<file path="config.mk">
export PLATFORM = sky130hd
export DESIGN_NAME = chip_shim
export DESIGN_NICKNAME = d
export VERILOG_FILES = /design/src/hdl/chip_shim_pkg.sv /design/src/hdl/chip_shim.sv /design/src/hdl/pad_ring.sv /design/src/hdl/pok_filter.sv /design/src/hdl/supply_ramp.sv
export SDC_FILE = /design/constraint.sdc
export NUM_CORES = 1
export LEC_CHECK = 0
export BUFFER_PORTS_ARGS = -buffer_cell sky130_fd_sc_hd__buf_2
export CORE_AREA = 2 2 119 121
export CTS_BUF_LIST = sky130_fd_sc_hd__clkbuf_8
export DETAILED_ROUTE_END_ITERATION = 8
export DIE_AREA = 0 0 121 123
export GPL_ROUTABILITY_DRIVEN = 0
export GPL_TIMING_DRIVEN = 0
export PLACE_DENSITY = 0.44
export SYNTH_ARGS = -nofsm -noshare
export SYNTH_HDL_FRONTEND = slang
export SYNTH_SLANG_ARGS = --single-unit
</file>
<file path="constraint.sdc">
create_clock -name clk_aon -period 1.3 [get_ports clk_aon]
set_input_delay 0.13 -clock clk_aon [delete_from_list [all_inputs] [get_ports clk_aon]]
set_output_delay 0.13 -clock clk_aon [all_outputs]
set_load 0.03 [all_outputs]
</file>
<file path="src/hdl/chip_shim_pkg.sv">
/*
  chip shim shared constants
  pad bank sizes, pad and gpio bit positions, fake supply thresholds
*/
`default_nettype none

package chip_shim_pkg;

  //////////////////////////////////////////////////////////////////////
  // pad banks
  //////////////////////////////////////////////////////////////////////

  localparam int unsigned NMioPads  = 22;
  localparam int unsigned NDioPads  = 6;
  localparam int unsigned GpioWidth = 32;

  // multiplexed pad indices
  localparam int unsigned MioGpioBase    = 0;
  localparam int unsigned MioSwStrapBase = 14;
  localparam int unsigned MioTapStrap0   = 17;
  localparam int unsigned MioTapStrap1   = 18;
  localparam int unsigned MioUartRx      = 19;
  localparam int unsigned MioUartTx      = 20;
  localparam int unsigned MioUsbSense    = 21;

  // dedicated pad indices
  localparam int unsigned DioSpiSck = 0;
  localparam int unsigned DioSpiCsb = 1;
  localparam int unsigned DioSpiSdi = 2;
  localparam int unsigned DioSpiSdo = 3;
  localparam int unsigned DioUsbDp  = 4;
  localparam int unsigned DioUsbDn  = 5;

  //////////////////////////////////////////////////////////////////////
  // gpio vector layout
  //////////////////////////////////////////////////////////////////////

  // generic gpios sit at the bottom of the vector
  localparam int unsigned GpioGenericBase = 0;
  localparam int unsigned NGenericGpio    = 14;

  // software straps
  localparam int unsigned GpioSwStrapBase = 22;
  localparam int unsigned NSwStraps       = 3;

  // tap straps, note strap 1 sits below strap 0
  localparam int unsigned GpioTapStrap1Bit = 27;
  localparam int unsigned GpioTapStrap0Bit = 30;

  //////////////////////////////////////////////////////////////////////
  // fake supply ramp
  //////////////////////////////////////////////////////////////////////

  localparam int unsigned SupplyCntWidth = 4;

  // counter holds here
  localparam logic [SupplyCntWidth-1:0] SupplyCntMax = '1;

  // low below On1, high up to Off, low up to On2, then high for good
  localparam logic [SupplyCntWidth-1:0] SupplyOn1 = SupplyCntWidth'(4);
  localparam logic [SupplyCntWidth-1:0] SupplyOff = SupplyCntWidth'(8);
  localparam logic [SupplyCntWidth-1:0] SupplyOn2 = SupplyCntWidth'(12);

endpackage : chip_shim_pkg

`default_nettype wire
</file>
<file path="src/hdl/chip_shim.sv">
/*
  chip shim top level
  pad ring plus the fake supply and power-ok chain that makes por_n
*/
`default_nettype none

module chip_shim import chip_shim_pkg::*; #(
  parameter int unsigned PokStableCycles = 3
) (
  input  logic                 clk_aon,
  input  logic                 rst_i,

  // gpio
  input  logic [GpioWidth-1:0] gpio_p2d_i,
  output logic [GpioWidth-1:0] gpio_d2p_o,
  output logic [GpioWidth-1:0] gpio_en_d2p_o,
  output logic [GpioWidth-1:0] gpio_pull_en_o,
  output logic [GpioWidth-1:0] gpio_pull_sel_o,

  // uart
  input  logic                 uart_rx_p2d_i,
  output logic                 uart_tx_d2p_o,
  output logic                 uart_tx_en_d2p_o,

  // spi device
  input  logic                 spi_sck_p2d_i,
  input  logic                 spi_csb_p2d_i,
  input  logic                 spi_sdi_p2d_i,
  output logic                 spi_sdo_d2p_o,
  output logic                 spi_sdo_en_d2p_o,

  // usb
  input  logic                 usb_sense_p2d_i,
  input  logic                 usb_dp_p2d_i,
  input  logic                 usb_dn_p2d_i,
  output logic                 usb_dp_d2p_o,
  output logic                 usb_dp_en_d2p_o,
  output logic                 usb_dn_d2p_o,
  output logic                 usb_dn_en_d2p_o,

  // core side
  input  logic [NMioPads-1:0]  mio_out_i,
  input  logic [NMioPads-1:0]  mio_oe_i,
  input  logic [NMioPads-1:0]  mio_pull_en_i,
  input  logic [NMioPads-1:0]  mio_pull_sel_i,
  output logic [NMioPads-1:0]  mio_in_o,
  input  logic [NDioPads-1:0]  dio_out_i,
  input  logic [NDioPads-1:0]  dio_oe_i,
  output logic [NDioPads-1:0]  dio_in_o,

  // power-on reset to the core
  output logic                 por_n_o
);

  //////////////////////////////////////////////////////////////////////
  // pad routing
  //////////////////////////////////////////////////////////////////////

  pad_ring i_pad_ring (
    .gpio_p2d_i       (gpio_p2d_i),
    .uart_rx_p2d_i    (uart_rx_p2d_i),
    .spi_sck_p2d_i    (spi_sck_p2d_i),
    .spi_csb_p2d_i    (spi_csb_p2d_i),
    .spi_sdi_p2d_i    (spi_sdi_p2d_i),
    .usb_sense_p2d_i  (usb_sense_p2d_i),
    .usb_dp_p2d_i     (usb_dp_p2d_i),
    .usb_dn_p2d_i     (usb_dn_p2d_i),
    .gpio_d2p_o       (gpio_d2p_o),
    .gpio_en_d2p_o    (gpio_en_d2p_o),
    .gpio_pull_en_o   (gpio_pull_en_o),
    .gpio_pull_sel_o  (gpio_pull_sel_o),
    .uart_tx_d2p_o    (uart_tx_d2p_o),
    .uart_tx_en_d2p_o (uart_tx_en_d2p_o),
    .spi_sdo_d2p_o    (spi_sdo_d2p_o),
    .spi_sdo_en_d2p_o (spi_sdo_en_d2p_o),
    .usb_dp_d2p_o     (usb_dp_d2p_o),
    .usb_dp_en_d2p_o  (usb_dp_en_d2p_o),
    .usb_dn_d2p_o     (usb_dn_d2p_o),
    .usb_dn_en_d2p_o  (usb_dn_en_d2p_o),
    .mio_out_i        (mio_out_i),
    .mio_oe_i         (mio_oe_i),
    .mio_pull_en_i    (mio_pull_en_i),
    .mio_pull_sel_i   (mio_pull_sel_i),
    .dio_out_i        (dio_out_i),
    .dio_oe_i         (dio_oe_i),
    .mio_in_o         (mio_in_o),
    .dio_in_o         (dio_in_o)
  );

  //////////////////////////////////////////////////////////////////////
  // power-on chain
  //////////////////////////////////////////////////////////////////////

  logic vcc_supp;

  supply_ramp i_supply_ramp (
    .clk_aon    (clk_aon),
    .rst_i      (rst_i),
    .vcc_supp_o (vcc_supp)
  );

  // filtered supply is the core reset, low while not ok
  pok_filter #(
    .PokStableCycles (PokStableCycles)
  ) i_pok_filter (
    .clk_aon  (clk_aon),
    .rst_i    (rst_i),
    .supply_i (vcc_supp),
    .pok_o    (por_n_o)
  );

endmodule : chip_shim

`default_nettype wire

</file>
<file path="src/hdl/pad_ring.sv">
/*
  pad ring routing
  maps pad-side gpio, uart, spi and usb pins onto the mio and dio banks
*/
`default_nettype none

module pad_ring import chip_shim_pkg::*; (
  // pad side, inputs
  input  logic [GpioWidth-1:0] gpio_p2d_i,
  input  logic                 uart_rx_p2d_i,
  input  logic                 spi_sck_p2d_i,
  input  logic                 spi_csb_p2d_i,
  input  logic                 spi_sdi_p2d_i,
  input  logic                 usb_sense_p2d_i,
  input  logic                 usb_dp_p2d_i,
  input  logic                 usb_dn_p2d_i,

  // pad side, outputs
  output logic [GpioWidth-1:0] gpio_d2p_o,
  output logic [GpioWidth-1:0] gpio_en_d2p_o,
  output logic [GpioWidth-1:0] gpio_pull_en_o,
  output logic [GpioWidth-1:0] gpio_pull_sel_o,
  output logic                 uart_tx_d2p_o,
  output logic                 uart_tx_en_d2p_o,
  output logic                 spi_sdo_d2p_o,
  output logic                 spi_sdo_en_d2p_o,
  output logic                 usb_dp_d2p_o,
  output logic                 usb_dp_en_d2p_o,
  output logic                 usb_dn_d2p_o,
  output logic                 usb_dn_en_d2p_o,

  // core side, from the core
  input  logic [NMioPads-1:0]  mio_out_i,
  input  logic [NMioPads-1:0]  mio_oe_i,
  input  logic [NMioPads-1:0]  mio_pull_en_i,
  input  logic [NMioPads-1:0]  mio_pull_sel_i,
  input  logic [NDioPads-1:0]  dio_out_i,
  input  logic [NDioPads-1:0]  dio_oe_i,

  // core side, to the core
  output logic [NMioPads-1:0]  mio_in_o,
  output logic [NDioPads-1:0]  dio_in_o
);

  //////////////////////////////////////////////////////////////////////
  // mio to gpio
  //////////////////////////////////////////////////////////////////////

  // same layout for data, enable and both pull attributes
  function automatic logic [GpioWidth-1:0] mio_to_gpio(
    input logic [NMioPads-1:0] mio
  );
    logic [GpioWidth-1:0] gpio;
    gpio = '0;
    gpio[GpioGenericBase +: NGenericGpio] = mio[MioGpioBase +: NGenericGpio];
    gpio[GpioSwStrapBase +: NSwStraps]    = mio[MioSwStrapBase +: NSwStraps];
    gpio[GpioTapStrap1Bit]                = mio[MioTapStrap1];
    gpio[GpioTapStrap0Bit]                = mio[MioTapStrap0];
    return gpio;
  endfunction

  assign gpio_d2p_o      = mio_to_gpio(mio_out_i);
  assign gpio_en_d2p_o   = mio_to_gpio(mio_oe_i);
  assign gpio_pull_en_o  = mio_to_gpio(mio_pull_en_i);
  assign gpio_pull_sel_o = mio_to_gpio(mio_pull_sel_i);

  // uart tx goes out on its own pin
  assign uart_tx_d2p_o    = mio_out_i[MioUartTx];
  assign uart_tx_en_d2p_o = mio_oe_i[MioUartTx];

  //////////////////////////////////////////////////////////////////////
  // pads to mio
  //////////////////////////////////////////////////////////////////////

  always_comb begin
    // tx pad and anything unmapped read back as 0
    mio_in_o = '0;

    // generic gpios
    mio_in_o[MioGpioBase +: NGenericGpio] = gpio_p2d_i[GpioGenericBase +: NGenericGpio];

    // sw straps
    mio_in_o[MioSwStrapBase +: NSwStraps] = gpio_p2d_i[GpioSwStrapBase +: NSwStraps];

    // tap straps
    mio_in_o[MioTapStrap0] = gpio_p2d_i[GpioTapStrap0Bit];
    mio_in_o[MioTapStrap1] = gpio_p2d_i[GpioTapStrap1Bit];

    mio_in_o[MioUartRx]   = uart_rx_p2d_i;
    mio_in_o[MioUsbSense] = usb_sense_p2d_i;
  end

  //////////////////////////////////////////////////////////////////////
  // dedicated pads
  //////////////////////////////////////////////////////////////////////

  always_comb begin
    // sdo is output only
    dio_in_o = '0;
    dio_in_o[DioSpiSck] = spi_sck_p2d_i;
    dio_in_o[DioSpiCsb] = spi_csb_p2d_i;
    dio_in_o[DioSpiSdi] = spi_sdi_p2d_i;
    dio_in_o[DioUsbDp]  = usb_dp_p2d_i;
    dio_in_o[DioUsbDn]  = usb_dn_p2d_i;
  end

  // spi device sdo
  assign spi_sdo_d2p_o    = dio_out_i[DioSpiSdo];
  assign spi_sdo_en_d2p_o = dio_oe_i[DioSpiSdo];

  // usb differential pair
  assign usb_dp_d2p_o    = dio_out_i[DioUsbDp];
  assign usb_dp_en_d2p_o = dio_oe_i[DioUsbDp];
  assign usb_dn_d2p_o    = dio_out_i[DioUsbDn];
  assign usb_dn_en_d2p_o = dio_oe_i[DioUsbDn];

endmodule : pad_ring

`default_nettype wire

</file>
<file path="src/hdl/pok_filter.sv">
/*
  power-ok filter
  raises pok after a run of high supply samples, drops it on any low one
*/
`default_nettype none

module pok_filter #(
  parameter int unsigned PokStableCycles = 3
) (
  input  logic clk_aon,
  input  logic rst_i,
  input  logic supply_i,
  output logic pok_o
);

  localparam int unsigned RunWidth = $clog2(PokStableCycles + 1);
  localparam logic [RunWidth-1:0] RunMax = RunWidth'(PokStableCycles);

  logic [RunWidth-1:0] run_q;
  logic [RunWidth-1:0] run_d;

  // consecutive high samples, saturating
  always_comb begin
    if (!supply_i) begin
      run_d = '0;
    end else if (run_q == RunMax) begin
      run_d = run_q;
    end else begin
      run_d = run_q + 1'b1;
    end
  end

  // compare against the updated run so pok rises on the last good sample
  always_ff @(posedge clk_aon) begin
    if (rst_i) begin
      run_q <= '0;
      pok_o <= 1'b0;
    end else begin
      run_q <= run_d;
      pok_o <= (run_d == RunMax);
    end
  end

endmodule : pok_filter

`default_nettype wire

</file>
<file path="src/hdl/supply_ramp.sv">
/*
  fake supply ramp
  saturating counter decoded into a low/high/low/high supply level
*/
`default_nettype none

module supply_ramp import chip_shim_pkg::*; (
  input  logic clk_aon,
  input  logic rst_i,
  output logic vcc_supp_o
);

  logic [SupplyCntWidth-1:0] cnt_q;

  // count up after reset, stop at the top
  always_ff @(posedge clk_aon) begin
    if (rst_i) begin
      cnt_q <= '0;
    end else if (cnt_q != SupplyCntMax) begin
      cnt_q <= cnt_q + 1'b1;
    end
  end

  // glitch once during power-up, then stay up
  always_comb begin
    if (cnt_q < SupplyOn1) begin
      vcc_supp_o = 1'b0;
    end else if (cnt_q < SupplyOff) begin
      vcc_supp_o = 1'b1;
    end else if (cnt_q < SupplyOn2) begin
      vcc_supp_o = 1'b0;
    end else begin
      vcc_supp_o = 1'b1;
    end
  end

endmodule : supply_ramp

`default_nettype wire

</file>
Word-level counts from Yosys, hierarchy flattened
Index checks and enable logic that the tools add are counted.
{"block": "word_totals", "word_cells": 16, "rom_bits": 0, "in_bits": 141, "n_memories": 0, "latch_bits": 0, "regBits": 7, "output_inout_bits": 165, "ram_bits": 0}
{"block": "op_classes", "n_div": 0, "mul": 0, "addsub": 2, "bitwise": 0, "n_shift": 0, "reduce_logical": 0, "eq_ne": 3, "muxes": 5, "magnitude_cmp": 3}
{"operator": "4-bit less-than comparator (second input constant)", "count": 2}
{"operator": "4-bit by 1-bit adder with 4-bit output (second input constant)", "count": 1}
{"operator": "2-bit == test (second input constant)", "count": 2}
{"operator": "4-bit by 3-bit less-than comparator with 1-bit output (second input constant)", "count": 1}
{"operator": "2-bit two-way mux", "count": 2}
{"operator": "4-bit inequality test (second input constant)", "count": 1}
{"operator": "1-bit two-way mux", "count": 3}
{"operator": "2-bit by 1-bit adder with 2-bit output (second input constant)", "count": 1}

Depth between registers and ports, before layout
Gate-level depths: netlist of the first run.
{"block": "depth", "word_depth": 6, "depth_mapped": 3, "ltp_nobuf": 3}

Cells and area by module
From an unflattened synthesis of the first run, not the netlist that was laid out.
{"block": "hier_totals", "cells_unflattened": 194, "area_unflattened_um2": 1530.2}
{"module": "pad_ring", "n_inst": 1, "seq_area_each_um2": 0.0, "area_per_inst_um2": 1234.9, "cells_per_inst": 165}
{"module": "supply_ramp", "n_inst": 1, "seq_area_each_um2": 80.1, "area_per_inst_um2": 197.7, "cells_per_inst": 20}
{"module": "pok_filter", "n_inst": 1, "seq_area_each_um2": 60.1, "area_per_inst_um2": 97.6, "cells_per_inst": 9}

Worst setup path after synthesis of the first run
Ideal clock, no wire load.
{"block": "synth_path", "kind": "reg2reg", "start": "register i_supply_ramp.cnt_q[0]", "end": "register i_supply_ramp.cnt_q[0]", "path_buffers": 0, "path_slack_ns": 0.329, "required_ns": 1.230, "setup_ns": 0.070, "arrival_time_ns": 0.901, "stages_incl_launch_ff": 4, "synth_period_minus_slack_ns": 0.971, "cell_sequence": "dfxtp_1 > ha_1 > a31o_2 > a21oi_1"}
{"block": "synth_between", "elab_chain_len": 1, "word_cells_on_any_way": 2, "cone_classes": "add/sub: 1; eq/ne: 1"}
{"item": "start, declared", "line": "supply_ramp.sv:13", "source": "logic [SupplyCntWidth-1:0] cnt_q;"}
{"item": "start signal, assigned", "line": "supply_ramp.sv:20", "source": "cnt_q <= cnt_q + 1'b1;"}
{"item": "4-bit by 1-bit adder with 4-bit output / 4-bit inequality test (equally long branches)", "line": "supply_ramp.sv:20, supply_ramp.sv:19"}
Several ways; a longest one is shown, not always the timed one.
A chain may end at the register's enable or synchronous reset.

Final worst setup path of the first run
Same ends and word-level chain as after synthesis.

==> results.env, run 1 <==
TOTAL_POWER_mW=1.678
NUM_ANTENNA_CELLS=0
MET2_WIRELENGTH_UM=1874
DPL.HPWL_UM=3249
INITIALDRTVIOLATIONCOUNT=11
SYN-INSTANCE-COUNT=193
MIN_PERIOD_PS=1055
MOSTFREQUENTLAYOUTCELLS='sky130_fd_sc_hd__buf_4, sky130_fd_sc_hd__buf_2, sky130_fd_sc_hd__conb_1'
POSTLAYOUTCELLAREA_UM2=2540
FIN_CRIT_SH=0.8112
DIEHEIGHT_UM=123
GRT_PASS1_VIAS=998
WORST_SETUP_PATH_START_KIND='register'
FINAL-INSTANCE-COUNT-EXCL-FILL=542
WORST_HOLD_PATH_TYPE='input port to register'
CP-END-KIND='register'
CRIT_CHAIN='ha_1 -> a31o_2 -> a21oi_1'
FINALSETUPVIOLATIONS=0
HOLDWS_PS=133.9
GRT_PASS1_WL_UM=4002
AVGVIACOUNTPERCELL=2.581
TIMING.CRITICAL_PATH.SLOWEST_STAGE_CELL='sky130_fd_sc_hd__dfxtp_1'
CTS_INSERTED_BUFFERS=3
ROUTED.TOP_LAYER='met3'
CTS.HOLD.BUFFERS_ADDED=0
YOSYSWARNINGCOUNT=0
AVG_CELL_AREA_SYN_UM2=7.825
POWER_PER_CELL_AREA_nW_PER_UM2=660.6
DETAIL_ROUTE.DRC_VIOLATIONS=0
CRITICAL_PATH_PEAK_FANOUT=6
FIN_SKEW_PS=1.915
POST_SYNTH_MUX_AREA_SHARE=0.006628
SYNTH_AREA_UM2=1510
POSTROUTEWIRELENGTH_UM=3402
AREA_AFTER_DETAILED_PLACEMENT_UM2=2495
MAXSLEWVIOLCOUNT=0
TOTAL_GR_OVERFLOW=0
IO_BUFFER_COUNT=112
TIMING.SETUP.TNS_PS=0
AREA_GROWTH_FROM_SYNTHESIS_TO_FINAL_LAYOUT_PCT=68.19
FLOORPLAN.INITIALDENSITY=0.1109
POWER.LEAKAGE_nW=1.577
SYNTH-COMPOUND-AREA-SHARE=0.02486
FLOORPLAN.DIE_AREA_UM2=14880
ARRIVAL_PS=1210
CRITPATHMAXSTAGEDELAY_PS=330
NETS=505
BOUNDARYPINS=306
CTS_MAX_PATH_BUFFERS=2
HTREEDEPTH=1
WORST_SKEW_PAIR_LATENCY_PS=220
SYNTH_TOP_FAMILY_BY_AREA='buffers and inverters'
PEAK_SUPPLY_DROP_V=0.0005483
CORE_REGION_AREA_UM2=13610
SETUP.WORST_PATH.CLASS='register to register'
ROUTED-VIA-COUNT=1399
DRIVE_GT1_FRAC=0.7762
SYNTH_SIMPLE_GATE_AREA_SHARE=0.04722
ACHIEVABLE-FREQUENCY_MHz=948.3
MET3WIRELENGTH_UM=609
DPL.CELL_COUNT=538
UNIQUE_MASTERS_POST_SYNTH=18
OUTCOME='complete, no violations'
SYNTH_SEQ_CELLS=7
YOSYS.AREA_SHARE.ADDER=0.008285
FIRSTDRTPASSITERS=3
RSZ_0062_RAISED_AFTER_GLOBAL_ROUTING='false'
CTS_POST_SETUP_BUFFERS_INSERTED=0
CAP_VIOL_MAX_COUNT=0
DIE_WIDTH_UM=121
CTS_RESIZED=0
HOLD_VIOL_FINAL=0
CLK_ROOT_BUFFER_CELL='sky130_fd_sc_hd__clkbuf_8'
ROUTE.LAYER.MET1.WL_UM=917
WORSTPATHREQUIRED_PS=1450
GRT.TOTAL_USAGE=0.03222
SYNTH_XOR_XNOR_AREA_SHARE=0
CTS.SINK_COUNT=7
ROWS=43
FRACTION_OF_THE_YOSYS_AREA_TAKEN_BY_SEQUENTIAL_CELLS=0.09279
FINAL_COMMON_CELL='sky130_fd_sc_hd__buf_4'
ANTENNA_VIOLATING_NETS_POST_ROUTE=0
LARGEST_NET_DEGREE_AT_THE_START_OF_GLOBAL_ROUTING=9
WIRE_PER_INST_UM=6.277
CLKSLEWWORSTSETUPHOLDPATHS_PS=40
CTS_TREE='done'
GRT_ANTENNA_BEFORE_REPAIR=0
-- power breakdown --
group	total, mW	leakage, nW	internal (mW)	switching, mW
combinational	1.15	1.49	0.446	0.701
clock	0.297	0.0269	0.204	0.0929
sequential	0.235	0.0571	0.225	0.00992
total	1.68	1.58	0.874	0.804
-- flip-flops by register name (all words and copies together), names as in the netlist --
signal	count
i_pok_filter.run_q	2
i_pok_filter.pok_o	1
i_supply_ramp.cnt_q	4
-- per-layer routing --
layer	up-vias	track usage
li1	713	-
met1	539	0.03035
met2	147	0.06987
met3	0	0.009225
met4	0	0.002180
met5	-	0
-- synth_stat cells --
master / number / area (um2)
sky130_fd_sc_hd__and3b_1: 1 / 8.760
sky130_fd_sc_hd__and3_1: 1 / 6.260
sky130_fd_sc_hd__a21oi_1: 2 / 10.01
sky130_fd_sc_hd__dfxtp_1: 7 / 140.1
sky130_fd_sc_hd__inv_1: 1 / 3.750
sky130_fd_sc_hd__nand3_1: 1 / 5.000
sky130_fd_sc_hd__nor2b_1: 1 / 6.260
sky130_fd_sc_hd__mux2i_1: 1 / 10.01
sky130_fd_sc_hd__nand4_1: 1 / 6.260
sky130_fd_sc_hd__conb_1: 1 / 3.750
sky130_fd_sc_hd__nor3_1: 1 / 5.000
sky130_fd_sc_hd__nand2b_1: 3 / 18.77
sky130_fd_sc_hd__ha_1: 1 / 12.51
sky130_fd_sc_hd__buf_4: 164 / 1231
sky130_fd_sc_hd__nor2_1: 4 / 15.01
sky130_fd_sc_hd__a211oi_2: 1 / 12.51
sky130_fd_sc_hd__a31oi_1: 1 / 6.260
sky130_fd_sc_hd__a31o_2: 1 / 8.760
-- cell families (layout without fill, tap and decap cells) --
group	count (synthesis)	in the layout
mux	1	1
compound gates	5	5
fa+ha+maj	1	1
flops	7	7
other cells	1	54
buf+inv	165	281
simple gates	13	13
-- layout make-up --
class	instances	area (um2)
Multi-Input combinational cell	74	334.1
Clock buffer	3	41.29
Inverter	1	3.754
Timing Repair Buffer	112	560.5
Tap cell	180	225.2
Sequential cell	7	140.1
Buffer	164	1231
Fill cell	1539	11070
Clock inverter	1	3.754
-- path summary, 6_finish.rpt --
| kind | end | slack, ps | cells after the start | from |
|---|---|---|---|---|
| max reg2reg | i_supply_ramp.cnt_q[0]$_SDFFE_PP0P_ | 250 | 3 | i_supply_ramp.cnt_q[0]$_SDFFE_PP0P_ |
| max | i_supply_ramp.cnt_q[0]$_SDFFE_PP0P_ | 250 | 3 | i_supply_ramp.cnt_q[0]$_SDFFE_PP0P_ |
| min reg2reg | i_pok_filter.run_q[0]$_SDFF_PP0_ | 430 | 1 | i_pok_filter.run_q[0]$_SDFF_PP0_ |
| min | i_supply_ramp.cnt_q[3]$_SDFFE_PP0P_ | 130 | 2 | rst_i |
-- worst max-delay path: cells and delay by family, from the launching register on --
family / cells / cell delay (ps)
adder cells (fa/ha/maj): 1 / 280
AO/OA/AOI/OAI: 2 / 380
flip-flops: 1 / 330
-- stage by stage --
step           utilization  setup WS, ps
4_1_cts             0.1866         230.4
6_report            0.1866         245.5
5_1_grt             0.1866         173.1
3_5_place_dp        0.1833         243.3
3_3_place_gp        0.1833         272.1
2_1_floorplan            -         328.8
No activity file was read; power rests on OpenSTA's default activity.
==> run 2: changes to the inputs <==
Settings changed: PLACE_DENSITY 0.44 to 0.45.
Clock period 1.3 ns to 0.95 ns, I/O delays scaled along.
==> run 2 against run 1 <==
Net effect: die area unchanged; clock power grew 35%; non-clock buffer count increased by 2; first-iteration DRC count fell by 27%; power increased by 38%; clock skew about the same; global-route usage decreased by 0.18 points; worst setup slack got worse by 230 ps; routed wire length shrank 5.9%; utilization grew 0.36 points; critical path type unchanged; largest power group unchanged.
==> results.env, run 2 (synthesis gave the netlist of run 1 again) <==
POWER_REPORT.INTERNAL_TOTAL_mW=1.213
GRT_PASS1_WL_UM=3767
RSZ_0062_RAISED_AFTER_GLOBAL_ROUTING='true'
SWSHARE=0.4752
TOTAL_GR_OVERFLOW=0
DIEHEIGHT_UM=123
MAXSLEWVIOLCOUNT=0
INITIALDRTVIOLATIONCOUNT=8
SETUP.WORST_PATH.CLASS='register to register'
CRITPATHMAXSTAGEDELAY_PS=350
FINALSETUPVIOLATIONS=0
MET3WIRELENGTH_UM=667
CRITPATHTOPFAMILY='flip-flops'
FIN_SKEW_PS=1.697
WORST_HOLD_PATH_TYPE='input port to register'
WIRE_PER_INST_UM=5.884
PEAK_SUPPLY_DROP_V=0.0007523
TIMING.CRITICAL_PATH.BUF_INV=0
HOLD_VIOL_FINAL=0
ROUTED-VIA-COUNT=1384
WORST_SKEW_PAIR_LATENCY_PS=220
LARGEST_NET_DEGREE_AT_THE_START_OF_GLOBAL_ROUTING=9
ACHIEVABLE-FREQUENCY_MHz=1072
NETS=507
CTS_INSERTED_BUFFERS=3
CRITICAL_PATH_PEAK_FANOUT=6
CRIT_CHAIN='ha_4 -> a31o_4 -> a21oi_2'
GRT.TOTAL_USAGE=0.03047
RR_WORST_DEPTH=3
DRIVE_GT1_FRAC=0.7912
CP-END-KIND='register'
TOP_FLOP_REGS='i_supply_ramp.cnt_q: 4 flops, i_pok_filter.run_q: 2 flops, i_pok_filter.pok_o: 1 flops'
CLK_ROOT_BUFFER_CELL='sky130_fd_sc_hd__clkbuf_8'
CORE_REGION_AREA_UM2=13610
ROUTED.TOP_LAYER='met3'
CRIT-REG2REG-LAUNCH='i_supply_ramp.cnt_q[0]$_SDFFE_PP0P_'
DIE_WIDTH_UM=121
REGMOSTFLOPS='i_supply_ramp.cnt_q'
AVGVIACOUNTPERCELL=2.544
LARGEST_REGISTER_FFS=4
REG2REG_TO='i_supply_ramp.cnt_q[0]$_SDFFE_PP0P_'
POWER.LEAKAGE_nW=1.591
TOTAL_POWER_mW=2.311
MOSTFREQUENTLAYOUTCELLS='sky130_fd_sc_hd__buf_4, sky130_fd_sc_hd__buf_2, sky130_fd_sc_hd__conb_1'
P_SEQ_FRAC=0.140
HOLD_EP='i_supply_ramp.cnt_q[0]$_SDFFE_PP0P_'
COMB_POWER_FRAC=0.686
HOLDWS_PS=96.21
FINAL-INSTANCE-COUNT-EXCL-FILL=544
GRT_PASS1_VIAS=937
GRT_ANTENNA_BEFORE_REPAIR=0
FIRSTDRTPASSITERS=4
OUTCOME='complete, no violations'
FLOORPLAN.DIE_AREA_UM2=14880
CLOCK_POWER_SHARE=0.174
ANTENNA_VIOLATING_NETS_POST_ROUTE=0
POWER_PER_CELL_AREA_nW_PER_UM2=892.7
CAP_VIOL_MAX_COUNT=0
FILLCELLCOUNT=1499
TIMING.CRITICAL_PATH.SLOWEST_STAGE_CELL='sky130_fd_sc_hd__dfxtp_4'
FIN_CRIT_SH=0.9822
CLKSLEWWORSTSETUPHOLDPATHS_PS=40
R2R_SETUP_SLACK_PS=20
BOUNDARYPINS=306
MET2_WIRELENGTH_UM=1747
CTS_TREE='done'
HTREEDEPTH=1
FINAL_COMMON_CELL='sky130_fd_sc_hd__buf_4'
ARRIVAL_PS=1090
WORSTPATHREQUIRED_PS=1100
CTS.HOLD.BUFFERS_ADDED=0
DETAIL_ROUTE.DRC_VIOLATIONS=0
AREA_GROWTH_FROM_SYNTHESIS_TO_FINAL_LAYOUT_PCT=71.42
NUM_ANTENNA_CELLS=0
CTS.SINK_COUNT=7
FLOORPLAN.INITIALDENSITY=0.1109
MIN_PERIOD_PS=933.1
HOLD_PATH_DEPTH=2
IO_BUFFER_COUNT=112
CTS_MAX_PATH_BUFFERS=2
ROWS=43
ROUTE.LAYER.MET1.WL_UM=786
WORST_SETUP_PATH_START_KIND='register'
HOLDCRITSTARTPOINT='rst_i'
POSTROUTEWIRELENGTH_UM=3201
DPL.CELL_COUNT=538
POWER.NET_SWITCHING_mW=1.098
[run 2: worst max path at each step]
stage	cells past startpoint	start	slack, ps	endpoint
final	3	i_supply_ramp.cnt_q[0]$_SDFFE_PP0P_	20	i_supply_ramp.cnt_q[0]$_SDFFE_PP0P_
after CTS	3	i_supply_ramp.cnt_q[1]$_SDFFE_PP0P_	7	i_supply_ramp.cnt_q[0]$_SDFFE_PP0P_
after global placement	3	i_supply_ramp.cnt_q[0]$_SDFFE_PP0P_	-20	i_supply_ramp.cnt_q[0]$_SDFFE_PP0P_
after detailed placement	3	i_supply_ramp.cnt_q[0]$_SDFFE_PP0P_	-40	i_supply_ramp.cnt_q[0]$_SDFFE_PP0P_
after floorplan	3	i_supply_ramp.cnt_q[0]$_SDFFE_PP0P_	20	i_supply_ramp.cnt_q[0]$_SDFFE_PP0P_
after global routing	3	i_supply_ramp.cnt_q[1]$_SDFFE_PP0P_	-10	i_supply_ramp.cnt_q[0]$_SDFFE_PP0P_
[run 2: power groups by stage]
stage	registers, mW	clock network [mW]	logic [mW]
global route	0.326	0.438	1.67
detailed placement	0.327	0	1.56
global placement	0.326	0	1.56
CTS	0.324	0.418	1.57
floorplan	0.323	0	1.34
finish	0.324	0.401	1.59
[run 2: routing by layer]
metal / global-route usage / vias to the layer above
met5: 0 / -
met4: 0.006541 / 0
met3: 0.01061 / 0
met2: 0.06426 / 148
met1: 0.02728 / 519
li1: - / 717
[run 2: area by class of cell]
class / instances / area (um2) / share of cell area
flip-flops and latches: 7 / 148.9 / 0.05752
multi-input cells: 74 / 359.1 / 0.1387
plain buffers: 164 / 1231 / 0.4756
inverters: 1 / 3.754 / 0.001450
repair buffers: 114 / 575.6 / 0.2223
clock buffers: 3 / 41.29 / 0.01595
clock inverters: 1 / 3.754 / 0.001450
well taps: 180 / 225.2 / 0.08700
[run 2: repair_timing]
action	CTS	global route
pin swaps	1	3
setup buffers	1	1
resized for setup	5	3
endpoints found under the setup margin	4	1
[run 2: metrics by stage]
stage | area, um2 | util | TNS (ps) | setup WS (ps)
floorplan | 1712 | - | 0 | 23.54
global placement | 2497 | 0.1835 | -26.21 | -19.34
detailed placement | 2497 | 0.1835 | -105.1 | -44.04
CTS | 2569 | 0.1887 | 0 | 6.932
global route | 2589 | 0.1902 | -16.02 | -11.50
finish | 2589 | 0.1902 | 0 | 16.92
